--- config.mk ---
export PLATFORM = sky130hd
export DESIGN_NAME = sdram_sched_top
export DESIGN_NICKNAME = d
export VERILOG_FILES = /design/src/sdram_geom_pkg.sv /design/src/sdram_cmd_pkg.sv /design/src/sdram_sched_top.sv /design/src/cmd_arbiter.sv /design/src/bank_tracker.sv /design/src/bank_queue.sv /design/src/host_intake.sv
export SDC_FILE = /design/constraint.sdc
export NUM_CORES = 1
export LEC_CHECK = 0
export BUFFER_PORTS_ARGS = -buffer_cell sky130_fd_sc_hd__clkbuf_2
export CORE_MARGIN = 2
export CORE_UTILIZATION = 56
export DETAILED_ROUTE_END_ITERATION = 10
export PLACE_DENSITY = 0.78
export SLEW_MARGIN = 20
export SYNTH_ARGS = -nofsm -noshare
export SYNTH_HDL_FRONTEND = slang
export SYNTH_SLANG_ARGS = --single-unit
--- constraint.sdc ---
create_clock -name clk_in -period 4 [get_ports clk_in]
set_clock_uncertainty 0.05 [all_clocks]
set_input_delay 0.2 -clock clk_in [delete_from_list [all_inputs] [get_ports clk_in]]
set_output_delay 0.2 -clock clk_in [all_outputs]
set_load 0.03 [all_outputs]
--- src/sdram_geom_pkg.sv ---
// SDRAM scheduler geometry: bank layout, address and data widths, queue depth and bank timing
package sdram_geom_pkg;

    // Bank organisation
    localparam int BANK_GROUPS     = 2;
    localparam int BANKS_PER_GROUP = 2;
    localparam int BANKS           = BANK_GROUPS * BANKS_PER_GROUP;

    localparam int BG_W       = $clog2(BANK_GROUPS);     // Bank group field
    localparam int BA_W       = $clog2(BANKS_PER_GROUP); // Bank field inside a group
    localparam int BANK_IDX_W = BG_W + BA_W;             // Flat index {group, bank}

    // Address and data
    localparam int ROW_BITS = 8;
    localparam int COL_BITS = 4;
    localparam int DATA_W   = 16;

    localparam int QUEUE_DEPTH = 4; // Entries per bank queue

    // Cycles a bank stays busy after the command
    localparam int ACT_LATENCY = 8;
    localparam int PRE_LATENCY = 5;

    // Busy countdown must hold the longer of the two latencies
    localparam int TIMER_W =
        $clog2((ACT_LATENCY > PRE_LATENCY ? ACT_LATENCY : PRE_LATENCY) + 1);

endpackage
--- src/sdram_cmd_pkg.sv ---
// SDRAM command encoding and the request word held in the bank queues
package sdram_cmd_pkg;

    // Command bus encoding, matches the controller side
    typedef enum logic [1:0] {
        READ      = 2'd0,
        WRITE     = 2'd1,
        ACTIVATE  = 2'd2,
        PRECHARGE = 2'd3
    } cmd_t;

    // One queued request
    // Bank is implied by the queue that holds it
    typedef struct packed {
        logic [sdram_geom_pkg::ROW_BITS-1:0] row;
        logic [sdram_geom_pkg::COL_BITS-1:0] col;
        logic                                write;  // 1 = write, 0 = read
        logic [sdram_geom_pkg::DATA_W-1:0]   data;   // Write data, don't care on reads
    } req_t;

endpackage

--- src/sdram_sched_top.sv ---
// SDRAM command scheduler top: host intake, per-bank queues, bank tracker and command arbiter
`timescale 1ns/10ps

module sdram_sched_top (
    input  logic                                clk_in,
    input  logic                                rst_in,
    input  logic                                req,
    input  logic [sdram_geom_pkg::BG_W-1:0]     bank_group_in,
    input  logic [sdram_geom_pkg::BA_W-1:0]     bank_in,
    input  logic [sdram_geom_pkg::ROW_BITS-1:0] row_in,
    input  logic [sdram_geom_pkg::COL_BITS-1:0] col_in,
    input  logic                                write_in,
    input  logic [sdram_geom_pkg::DATA_W-1:0]   val_in,
    input  logic                                cmd_ready,
    output logic                                ack,
    output logic [sdram_geom_pkg::BG_W-1:0]     bank_group_out,
    output logic [sdram_geom_pkg::BA_W-1:0]     bank_out,
    output logic [sdram_geom_pkg::ROW_BITS-1:0] row_out,
    output logic [sdram_geom_pkg::COL_BITS-1:0] col_out,
    output logic [sdram_geom_pkg::DATA_W-1:0]   val_out,
    output sdram_cmd_pkg::cmd_t                 cmd_out,
    output logic                                valid_out
);

    logic [sdram_geom_pkg::BANKS-1:0]                               push;
    logic [sdram_geom_pkg::BANKS-1:0]                               full;
    logic [sdram_geom_pkg::BANKS-1:0]                               empty;
    logic [sdram_geom_pkg::BANKS-1:0]                               pop;
    logic [sdram_geom_pkg::BANKS-1:0]                               act;
    logic [sdram_geom_pkg::BANKS-1:0]                               pre;
    logic [sdram_geom_pkg::BANKS-1:0]                               open;
    logic [sdram_geom_pkg::BANKS-1:0]                               busy;
    logic [sdram_geom_pkg::ROW_BITS-1:0]                            act_row;
    logic [sdram_geom_pkg::BANKS-1:0][sdram_geom_pkg::ROW_BITS-1:0] open_row;
    sdram_cmd_pkg::req_t                                            push_req;
    sdram_cmd_pkg::req_t [sdram_geom_pkg::BANKS-1:0]                head;

    host_intake i_intake (
        .clk_in        (clk_in),
        .rst_in        (rst_in),
        .req           (req),
        .bank_group_in (bank_group_in),
        .bank_in       (bank_in),
        .row_in        (row_in),
        .col_in        (col_in),
        .write_in      (write_in),
        .val_in        (val_in),
        .full          (full),
        .ack           (ack),
        .push          (push),
        .push_req      (push_req)
    );

    // One queue per flat bank index
    for (genvar i = 0; i < sdram_geom_pkg::BANKS; i++) begin : g_queue
        bank_queue i_queue (
            .clk_in   (clk_in),
            .rst_in   (rst_in),
            .push     (push[i]),
            .pop      (pop[i]),
            .push_req (push_req),
            .head     (head[i]),
            .empty    (empty[i]),
            .full     (full[i])
        );
    end

    bank_tracker i_tracker (
        .clk_in   (clk_in),
        .rst_in   (rst_in),
        .act      (act),
        .pre      (pre),
        .act_row  (act_row),
        .open     (open),
        .busy     (busy),
        .open_row (open_row)
    );

    cmd_arbiter i_arbiter (
        .clk_in         (clk_in),
        .rst_in         (rst_in),
        .cmd_ready      (cmd_ready),
        .head           (head),
        .empty          (empty),
        .open           (open),
        .busy           (busy),
        .open_row       (open_row),
        .pop            (pop),
        .act            (act),
        .pre            (pre),
        .act_row        (act_row),
        .bank_group_out (bank_group_out),
        .bank_out       (bank_out),
        .row_out        (row_out),
        .col_out        (col_out),
        .val_out        (val_out),
        .cmd_out        (cmd_out),
        .valid_out      (valid_out)
    );

endmodule

--- src/cmd_arbiter.sv ---
// Command arbiter that works out the next command per bank head and drives the shared command bus
`timescale 1ns/10ps

module cmd_arbiter (
    input  logic                                         clk_in,
    input  logic                                         rst_in,
    input  logic                                         cmd_ready,
    input  sdram_cmd_pkg::req_t [sdram_geom_pkg::BANKS-1:0] head,
    input  logic [sdram_geom_pkg::BANKS-1:0]             empty,
    input  logic [sdram_geom_pkg::BANKS-1:0]             open,
    input  logic [sdram_geom_pkg::BANKS-1:0]             busy,
    input  logic [sdram_geom_pkg::BANKS-1:0][sdram_geom_pkg::ROW_BITS-1:0] open_row,
    output logic [sdram_geom_pkg::BANKS-1:0]             pop,
    output logic [sdram_geom_pkg::BANKS-1:0]             act,
    output logic [sdram_geom_pkg::BANKS-1:0]             pre,
    output logic [sdram_geom_pkg::ROW_BITS-1:0]          act_row,
    output logic [sdram_geom_pkg::BG_W-1:0]              bank_group_out,
    output logic [sdram_geom_pkg::BA_W-1:0]              bank_out,
    output logic [sdram_geom_pkg::ROW_BITS-1:0]          row_out,
    output logic [sdram_geom_pkg::COL_BITS-1:0]          col_out,
    output logic [sdram_geom_pkg::DATA_W-1:0]            val_out,
    output sdram_cmd_pkg::cmd_t                          cmd_out,
    output logic                                         valid_out
);

    logic [sdram_geom_pkg::BANKS-1:0]      col_req;  // Row hit and ready for read/write
    logic [sdram_geom_pkg::BANKS-1:0]      act_req;  // Bank closed
    logic [sdram_geom_pkg::BANKS-1:0]      pre_req;  // Row miss
    logic [sdram_geom_pkg::BANKS-1:0]      cls;      // Winning class
    logic [sdram_geom_pkg::BANKS-1:0]      grant;
    logic [sdram_geom_pkg::BANK_IDX_W-1:0] sel;
    sdram_cmd_pkg::req_t                   sel_req;
    sdram_cmd_pkg::cmd_t                   pick_cmd;
    logic                                  go;

    // Classify every head whose bank is idle
    always_comb begin
        for (int b = 0; b < sdram_geom_pkg::BANKS; b++) begin
            col_req[b] = !empty[b] && !busy[b] && open[b] && (open_row[b] == head[b].row);
            act_req[b] = !empty[b] && !busy[b] && !open[b];
            pre_req[b] = !empty[b] && !busy[b] && open[b] && (open_row[b] != head[b].row);
        end
    end

    // Column commands first, then activate, then precharge; lowest bank wins in a class
    always_comb begin
        if (|col_req) begin
            cls = col_req;
        end else if (|act_req) begin
            cls = act_req;
        end else begin
            cls = pre_req;
        end
        sel = '0;
        for (int b = sdram_geom_pkg::BANKS - 1; b >= 0; b--) begin
            if (cls[b]) begin
                sel = b[sdram_geom_pkg::BANK_IDX_W-1:0];
            end
        end
    end

    assign sel_req = head[sel];
    assign go      = cmd_ready && (|cls);

    always_comb begin
        if (|col_req) begin
            pick_cmd = sel_req.write ? sdram_cmd_pkg::WRITE : sdram_cmd_pkg::READ;
        end else if (|act_req) begin
            pick_cmd = sdram_cmd_pkg::ACTIVATE;
        end else begin
            pick_cmd = sdram_cmd_pkg::PRECHARGE;
        end
    end

    always_comb begin
        grant      = '0;
        grant[sel] = go;
    end

    // Classes are exclusive per bank, so only one of these can fire
    assign pop     = grant & col_req;   // Request leaves its queue only on read/write
    assign act     = grant & act_req;
    assign pre     = grant & pre_req;
    assign act_row = sel_req.row;

    always_ff @(posedge clk_in or posedge rst_in) begin
        if (rst_in) begin
            valid_out <= 1'b0;
        end else begin
            valid_out <= go;
        end
    end

    always_ff @(posedge clk_in) begin
        if (go) begin
            bank_group_out <= sel[sdram_geom_pkg::BANK_IDX_W-1:sdram_geom_pkg::BA_W];
            bank_out       <= sel[sdram_geom_pkg::BA_W-1:0];
            row_out        <= sel_req.row;
            col_out        <= sel_req.col;
            cmd_out        <= pick_cmd;
            val_out        <= (pick_cmd == sdram_cmd_pkg::WRITE) ? sel_req.data : '0;
        end
    end

    // One grant per cycle across pop, act and pre
    property p_single_grant;
        @(posedge clk_in) disable iff (rst_in)
            $onehot0({pop, act, pre});
    endproperty
    a_single_grant: assert property (p_single_grant)
        else $error("cmd_arbiter: more than one grant in a cycle");

endmodule

--- src/bank_tracker.sv ---
// Bank state tracker: open flag, open row and busy countdown for every bank
`timescale 1ns/10ps

module bank_tracker (
    input  logic                                                      clk_in,
    input  logic                                                      rst_in,
    input  logic [sdram_geom_pkg::BANKS-1:0]                          act,
    input  logic [sdram_geom_pkg::BANKS-1:0]                          pre,
    input  logic [sdram_geom_pkg::ROW_BITS-1:0]                       act_row,
    output logic [sdram_geom_pkg::BANKS-1:0]                          open,
    output logic [sdram_geom_pkg::BANKS-1:0]                          busy,
    output logic [sdram_geom_pkg::BANKS-1:0][sdram_geom_pkg::ROW_BITS-1:0] open_row
);

    logic [sdram_geom_pkg::BANKS-1:0][sdram_geom_pkg::TIMER_W-1:0] timer;

    // Open flag and countdown per bank
    always_ff @(posedge clk_in or posedge rst_in) begin
        if (rst_in) begin
            open  <= '0;
            timer <= '0;
        end else begin
            for (int b = 0; b < sdram_geom_pkg::BANKS; b++) begin
                if (act[b]) begin
                    open[b]  <= 1'b1;
                    timer[b] <= sdram_geom_pkg::ACT_LATENCY[sdram_geom_pkg::TIMER_W-1:0];
                end else if (pre[b]) begin
                    open[b]  <= 1'b0;
                    timer[b] <= sdram_geom_pkg::PRE_LATENCY[sdram_geom_pkg::TIMER_W-1:0];
                end else if (timer[b] != '0) begin
                    timer[b] <= timer[b] - 1'b1;
                end
            end
        end
    end

    // Row is only meaningful while the bank is open
    always_ff @(posedge clk_in) begin
        for (int b = 0; b < sdram_geom_pkg::BANKS; b++) begin
            if (act[b]) begin
                open_row[b] <= act_row;
            end
        end
    end

    always_comb begin
        for (int b = 0; b < sdram_geom_pkg::BANKS; b++) begin
            busy[b] = (timer[b] != '0);
        end
    end

    // Arbiter must respect the latency window reported back to it
    property p_no_cmd_to_busy;
        @(posedge clk_in) disable iff (rst_in)
            ((act | pre) & busy) == '0;
    endproperty
    a_no_cmd_to_busy: assert property (p_no_cmd_to_busy)
        else $error("bank_tracker: activate or precharge sent to a busy bank");

endmodule

--- src/bank_queue.sv ---
// Per-bank request FIFO that keeps requests in arrival order and shows its head
`timescale 1ns/10ps

module bank_queue (
    input  logic                clk_in,
    input  logic                rst_in,
    input  logic                push,
    input  logic                pop,
    input  sdram_cmd_pkg::req_t push_req,
    output sdram_cmd_pkg::req_t head,
    output logic                empty,
    output logic                full
);

    sdram_cmd_pkg::req_t mem [sdram_geom_pkg::QUEUE_DEPTH];

    logic [$clog2(sdram_geom_pkg::QUEUE_DEPTH)-1:0] head_ptr;
    logic [$clog2(sdram_geom_pkg::QUEUE_DEPTH)-1:0] wr_ptr;
    logic [$clog2(sdram_geom_pkg::QUEUE_DEPTH):0]   count;   // One extra bit for full
    logic                                           do_push;
    logic                                           do_pop;

    assign empty = (count == 0);
    assign full  = (count == sdram_geom_pkg::QUEUE_DEPTH);

    assign do_push = push && !full;
    assign do_pop  = pop && !empty;

    assign wr_ptr = head_ptr + count[$bits(head_ptr)-1:0]; // Wraps with the power-of-two depth
    assign head   = mem[head_ptr];

    always_ff @(posedge clk_in) begin
        if (do_push) begin
            mem[wr_ptr] <= push_req;
        end
    end

    always_ff @(posedge clk_in or posedge rst_in) begin
        if (rst_in) begin
            head_ptr <= '0;
            count    <= '0;
        end else begin
            if (do_pop) begin
                head_ptr <= head_ptr + 1'b1;
            end
            case ({do_push, do_pop})
                2'b10:   count <= count + 1'b1;
                2'b01:   count <= count - 1'b1;
                default: count <= count;   // Idle, or push and pop together
            endcase
        end
    end

    // Arbiter only pops a queue it saw non-empty
    a_no_pop_empty: assert property (@(posedge clk_in) disable iff (rst_in) !(pop && empty))
        else $error("bank_queue: pop while empty");

    // Intake holds off on a full queue
    a_no_push_full: assert property (@(posedge clk_in) disable iff (rst_in) !(push && full))
        else $error("bank_queue: push while full");

endmodule

--- src/host_intake.sv ---
// Host request intake: four-phase req/ack handshake that routes each request to its bank queue
`timescale 1ns/10ps

module host_intake (
    input  logic                                  clk_in,
    input  logic                                  rst_in,
    input  logic                                  req,
    input  logic [sdram_geom_pkg::BG_W-1:0]       bank_group_in,
    input  logic [sdram_geom_pkg::BA_W-1:0]       bank_in,
    input  logic [sdram_geom_pkg::ROW_BITS-1:0]   row_in,
    input  logic [sdram_geom_pkg::COL_BITS-1:0]   col_in,
    input  logic                                  write_in,
    input  logic [sdram_geom_pkg::DATA_W-1:0]     val_in,
    input  logic [sdram_geom_pkg::BANKS-1:0]      full,
    output logic                                  ack,
    output logic [sdram_geom_pkg::BANKS-1:0]      push,
    output sdram_cmd_pkg::req_t                   push_req
);

    logic [sdram_geom_pkg::BANK_IDX_W-1:0] bank_idx;
    logic                                  take; // Accept on this edge

    assign bank_idx = {bank_group_in, bank_in}; // Group major

    // ack low is the idle state, ack high waits for req to drop
    assign take = req && !ack && !full[bank_idx];

    always_comb begin
        push           = '0;
        push[bank_idx] = take;
    end

    assign push_req.row   = row_in;
    assign push_req.col   = col_in;
    assign push_req.write = write_in;
    assign push_req.data  = val_in;

    always_ff @(posedge clk_in or posedge rst_in) begin
        if (rst_in) begin
            ack <= 1'b0;
        end else if (take) begin
            ack <= 1'b1;             // Raised together with the push
        end else if (ack && !req) begin
            ack <= 1'b0;             // Host has seen ack and released req
        end
    end

    // A rising ack must come from a request that was present at the push
    property p_ack_needs_req;
        @(posedge clk_in) disable iff (rst_in)
            $rose(ack) |-> $past(req);
    endproperty
    a_ack_needs_req: assert property (p_ack_needs_req)
        else $error("host_intake: ack rose without a pending req");

endmodule

* Yosys cells after proc, flatten, opt, wreduce, memory -nomap -nowiden
Memories as Yosys holds them, arrays and structs flattened. Cells that the tools add are included.
Operators by class: $add $sub $neg 20, magnitude comparators 4, equality and inequality tests 21, multiplexer cells 51, bitwise gates (word level) 5, reduce and logical (&&, ||, !) cells 77
Operator list (number):
- $bmux 29 s2 | 1
- $mux 4 | 14
- $logic_and 1x1->1 | 34
- $eq 8x8->1 | 4
- $ne 8x8->1 | 4
- $mux 29 | 1
- $pmux 3 s2 | 4
- $mux 1 | 23
- $and 4x4->4 | 5
- $logic_not 1->1 | 19
- $reduce_bool 2->1 | 9
- $reduce_bool 4->1 | 4
- $sub 4x1->4 const B | 4
- $add 3x1->3 const B | 4
- $eq 3x3->1 const B | 4
- $logic_not 3->1 | 4
- $reduce_bool 3->1 | 4
- $reduce_or 4->1 | 3
- $sub 3x1->3 const B | 4
- $eq 2x1->1 const B | 5
- $mux 2 | 5
- $add 2x1->2 const B | 4
- $add 2x2->2 | 4
- $eq 2x2->1 const B | 4
- 4 further kinds | 7
Storage, ports and cells: register bits 106, RAM bits 464, input bits 35, memories kept 4
Memories:
- g_queue[0].i_queue.mem | depth 4, bits a word 29, read ports 1, clocked after memory_dff 0, wr ports 1, RTL line bank_queue.sv:15 | sdram_cmd_pkg::req_t mem [sdram_geom_pkg::QUEUE_DEPTH];
- g_queue[1].i_queue.mem | depth 4, bits a word 29, read ports 1, clocked after memory_dff 0, wr ports 1, RTL line bank_queue.sv:15
- g_queue[2].i_queue.mem | depth 4, bits a word 29, read ports 1, clocked after memory_dff 0, wr ports 1, RTL line bank_queue.sv:15
- g_queue[3].i_queue.mem | depth 4, bits a word 29, read ports 1, clocked after memory_dff 0, wr ports 1, RTL line bank_queue.sv:15

* Logic depth before layout (Yosys ltp)
word-level depth 20, depth in mapped cells 15, mapped depth without buffers 14

* Cells and area by module
From an unflattened synthesis, not the netlist that was laid out.
Unflattened totals: cells, all modules 1156, area total of the unflattened synthesis 22930.7 um^2
By module, submodules not included:
- bank_queue | times used 4, cells each 181, area each 4516.8 um^2
- cmd_arbiter | times used 1, cells each 265, area each 2521.2 um^2
- bank_tracker | times used 1, cells each 125, area each 2005.7 um^2
- host_intake | times used 1, cells each 42, area each 336.6 um^2

* Worst setup path before layout
Ideal clock, no wire load.
kind register -> register, start reg g_queue[3].i_queue.head_ptr[0] in the netlist's numbering, end reg i_arbiter.bank_group_out, enable pin, arrival 3968 ps, path slack -460 ps, cell stages (with the launch flop) 10, buffers on the path 3, period minus slack after synthesis 4460 ps, cells stage by stage dfrtp_1 buf_6 buf_6 mux4_2 xnor2_1 nand4_1 or4_4 and4_1 buf_2 a31oi_1
On the way: cells in the longest elaborated chain, start to end 7
Ends and longest elaborated chain:
- start, declared | RTL line bank_queue.sv:17 | logic [$clog2(sdram_geom_pkg::QUEUE_DEPTH)-1:0] head_ptr;
- start signal, assigned | RTL line bank_queue.sv:44 | head_ptr <= head_ptr + 1'b1;
- $mem_v2 4x29 *
- $eq 8x8->1 or $ne 8x8->1 (tied branches) | RTL line cmd_arbiter.sv:39, cmd_arbiter.sv:41
- $logic_and 1x1->1 (on tied branches) | RTL line cmd_arbiter.sv:39, cmd_arbiter.sv:41
- $reduce_or 4->1 or $mux 4 (tied branches) | RTL line cmd_arbiter.sv:47, cmd_arbiter.sv:49
- $mux 4 * | RTL line cmd_arbiter.sv:47 | if (|col_req) begin
- $reduce_or 4->1 * | RTL line cmd_arbiter.sv:63 | assign go = cmd_ready && (|cls);
- $logic_and 1x1->1 * | RTL line cmd_arbiter.sv:63
- via i_arbiter.go | RTL line cmd_arbiter.sv:34 | logic go;
- end signal, assigned | RTL line cmd_arbiter.sv:96 | bank_group_out <= sel[sdram_geom_pkg::BANK_IDX_W-1:sdram_geom_pkg::BA_W];
- end, declared | RTL line cmd_arbiter.sv:17 | output logic [sdram_geom_pkg::BG_W-1:0] bank_group_out,
The timed path passes the listed nets; every way through them passes the cells marked *. A chain may end at the register's enable or synchronous reset.

* Final worst setup path
start reg g_queue[1].i_queue.head_ptr[0] in the netlist's numbering, end reg g_queue[1].i_queue.count[2] in the netlist's numbering
On the way: cells in the longest elaborated chain, start to end 18
Ends and longest elaborated chain:
- start, declared | RTL line bank_queue.sv:17
- start signal, assigned | RTL line bank_queue.sv:44
- $mem_v2 4x29 *
- $eq 8x8->1 | RTL line cmd_arbiter.sv:39 | col_req[b] = !empty[b] && !busy[b] && open[b] && (open_row[b] == head[b].row);
- $logic_and 1x1->1 | RTL line cmd_arbiter.sv:39
- $reduce_or 4->1 | RTL line cmd_arbiter.sv:47
- $mux 4 | RTL line cmd_arbiter.sv:47
- $mux 2 (4 in a row) | RTL line cmd_arbiter.sv:56 | if (cls[b]) begin
- $lt 2x3->1 (not written as such) or $ge 2x1->1 (tied branches) | RTL line cmd_arbiter.sv:77 | grant[sel] = go;
- $logic_and 1x1->1 (not written as such) | RTL line cmd_arbiter.sv:77
- $mux 1 (not written as such) | RTL line cmd_arbiter.sv:77
- $demux 1 s2
- $and 4x4->4 (no line)
- $and 4x4->4 * | RTL line cmd_arbiter.sv:81 | assign pop = grant & col_req;
- $logic_and 1x1->1 * | RTL line bank_queue.sv:27 | assign do_pop = pop && !empty;
- via g_queue[1].i_queue.do_pop | RTL line bank_queue.sv:21 | logic do_pop;
- $eq 2x1->1 or $eq 2x2->1 (tied branches) | RTL line bank_queue.sv:46 | case ({do_push, do_pop})
- $pmux 3 s2 or $reduce_bool 2->1 (tied branches)
- end signal, assigned | RTL line bank_queue.sv:47 | 2'b10: count <= count + 1'b1;
- end signal, assigned | RTL line bank_queue.sv:48 | 2'b01: count <= count - 1'b1;
- end signal, assigned | RTL line bank_queue.sv:49 | default: count <= count;
- end, declared | RTL line bank_queue.sv:19 | logic [$clog2(sdram_geom_pkg::QUEUE_DEPTH):0] count;
Marked as above.

==> metrics <==
DRC viols 0; largest net degree at the start of global routing 43; Worst path slowest cell mux4_2; Final nets between 1000 and 1500; total track usage a little over a quarter; Post-DRT Antenna Nets 0; Initial DRC Count 1584; commonest non-fill, non-tap cells in the layout 528 x edfxtp_1, 116 x mux4_2, 81 x buf_4; Slew @ Worst Pin ~1.0 ns; Tcrit/Tclk final between 90% and 100%; RSZ-0062 raised after global routing no; Worst Setup Start Kind flip-flop; CTS H-Tree Depth 2; synth warn 0; Pins Over Slew Limit 0; I/O Pins between 60 and 70; Synth cell types between 70 and 80; critical path arrival around 4.4 ns; GRT Residual Overflow 0; CP max FO 11; status complete, no violations; syn_area_per_cell between 15 and 20 um^2; register bit total from synthesis 570; port bufs just under 70; Total Power 15.7 mW; chip height a little over 200 um; initial antenna violation count 2; share of the synthesized area in the top cell type 68.8%; clk slew on worst S/H paths 0.06 ns; filler instances 2635; minimum clock period 3.92 ns; critical path, cell by cell mux4_2 > xnor2_1 > nand4_1 > or3_1 > buf_4 > nor3_1 > ha_1 > inv_1 > fa_1 > xor2_1 > nor2_1 > xor2_1; Psw approximately 4.6 mW; sequential share of power approximately half; die area 42800 um^2; maximum achievable frequency around 0.26 GHz; sw frac 29.3%; largest family of logic cells by synthesized area multiplexers; Worst Hold Class input port to flip-flop; power density over the cells 589 nW/um^2; final hold viol count 0; fin area approximately 27000 um^2; Synth Area in XOR/XNOR ~2.8%; Setup-failing EPs final 0; Initial Util a little under three fifths; setup_tns 0 ns; antenna cells 0; wire length per cell around 29 um; Pint 11.1 mW; setup ws final approximately 0.082 ns; commonest non-fill, non-tap cell in the layout edfxtp_1; vias in the first global route between 10000 and 15000; number of synthesized flops with an enable pin 528; Syn Nets between 1000 and 1500; drt first pass iters 5; Synth Area in Adders under 10%; # clock sinks 570; row count 74; DIE WIDTH 207 um; Num CTS Buffers 56; share of layout cells above drive strength 1 between 20 and 30%; RePlAce Congestion around 0.95; CTS tree yes; CORE AREA a little over 40000 um^2; Area growth syn-to-layout 15.4%; Post-synth ARST share 7.37%; Vias/cell 6.50; maximum root-to-sink buffer count 3; multiplexer share of the synthesized area a little under an eighth; VDD IR max 404 uV; Synth Area in Simple Gates under 10%; Clk network pwr share 31.1%; first-pass GRT wire length a little over 80000 um; area leader, netlist edfxtp_1; DP Worst Slack roughly 0.12 ns; LEAKAGE slightly below 9 nW; final core utilization approximately two thirds; maxcap violations 0; Comb pwr share between 20% and 30%; Total Routed Length 55400 um; Post-CTS Setup Bufs 0; CP endpoint kind flip-flop; vias between 10000 and 15000; Max-slew headroom a little under a third; Root Buffer clkbuf_16; Worst-Skew Late Latency 0.62 ns; Mapped Cells 1181; Most used DFF post-synth edfxtp_1; Placed Area around 25000 um^2; Cell Area, Synth 23000 um^2; crit-path most repeated cell xor2_1; synth top area cells edfxtp_1 69%, mux4_2 11%, dfrtp_1 4.6%; post-synthesis sequential area ratio roughly three quarters; complex-gate fraction of the synthesized area ~5.2%; Post-DP HPWL 33000 um; CP required around 4.5 ns; Setup CP Type flip-flop to flip-flop; max incr delay on CP ~0.6 ns
## power by group through the flow
stage	clock, mW	sequential, mW	combinational, mW
floorplan	0	7.81	1.72
global placement	0	7.64	3.04
detailed placement	0	7.66	3.16
CTS	4.92	7.55	3.20
global route	5.14	7.60	3.46
finish	4.88	7.55	3.23
## metrics by stage
stage	hold WS (ns)	cells
6_report	0.0210	1939
2_1_floorplan	0.249	1181
4_1_cts	0.00403	1939
3_5_place_dp	0.300	1814
3_3_place_gp	0.291	1814
5_1_grt	0.0340	1939
## logic make-up after synthesis
family	count (synthesis)
AO/OA/AOI/OAI	142
multiplexers	128
buffers and inverters	90
flip-flops	570
AND/OR/NAND/NOR	158
adder cells (fa/ha/maj)	20
XOR/XNOR	73
## layer usage
layer	vias up	part of all wire, %	track usage [%]
met4	4	3.8	9.40
met2	818	47	42.2
met5	-	0.040	0
li1	5208	-	-
met1	6420	38	38.5
met3	153	11	5.62
## final timing paths
check | start | end | slack, ns | depth (start not counted)
setup reg to reg | g_queue[1].i_queue.head_ptr[0] | g_queue[1].i_queue.count[2] | 0.08 | 12
min in group asynchronous | rst_in | i_arbiter.valid_out | 0.20 | 4
hold / removal | row_in[4] | g_queue[3].i_queue.mem[0][25] | 0.02 | 1
max in group asynchronous | rst_in | g_queue[1].i_queue.head_ptr[0] | 3.24 | 4
hold reg to reg | g_queue[3].i_queue.count[2] | g_queue[3].i_queue.count[2] | 0.48 | 1
setup / recovery | g_queue[1].i_queue.head_ptr[0] | g_queue[1].i_queue.count[2] | 0.08 | 12
## final cells by class
class / instances / area (um^2) / share of cell area, %
clock inverter: 32 / 239 / 0.899
sequential: 570 / 16900 / 63.6
tap: 532 / 666 / 2.50
multi-input combinational: 521 / 5830 / 21.9
clock buffer: 64 / 1430 / 5.38
timing repair buffer: 185 / 1380 / 5.19
inverter: 35 / 131 / 0.494
## Yosys cell counts (8+ instances only)
cell type,n
edfxtp_1,528
mux4_2,116
xnor2_1,59
o211ai_1,44
nand2_1,43
dfrtp_1,42
inv_1,32
nand3_1,24
nor3_1,24
nor2_1,22
clkbuf_1,21
ha_1,16
buf_2,14
nand4_1,13
xor2_1,13
mux2i_1,12
o21ai_1,11
a21oi_1,9
a41oi_2,9
a32oi_1,8
buf_1,8
o21ai_0,8
## worst max-delay path: cells and delay by family, from the launching register on
family	cells	cell delay, ns
mux	1	0.60
flops	1	0.57
fa+ha+maj	2	0.67
xor+xnor	3	0.58
simple gates	4	1.13
buf+inv	2	0.26
## sequential cells by signal (all words and copies together) (netlist names)
signal / count
i_arbiter.bank_group_out: 1
g_queue.i_queue.count: 12
g_queue.i_queue.head_ptr: 8
i_arbiter.valid_out: 1
i_arbiter.val_out: 16
i_tracker.open: 4
g_queue.i_queue.mem: 464
i_tracker.open_row: 32
i_arbiter.row_out: 8
i_intake.ack: 1
i_arbiter.col_out: 4
i_tracker.timer: 16
i_arbiter.bank_out: 1
i_arbiter.cmd_out: 2
## repair_timing
action | 4_1_cts | 5_1_grt
hold buffers | 29 | 0
endpoints found under the setup margin | 0 | 63
endpoints found under the hold margin | 432 | 0
resized for setup | 0 | 5
Note: power is estimated with default switching activity, not from simulation.
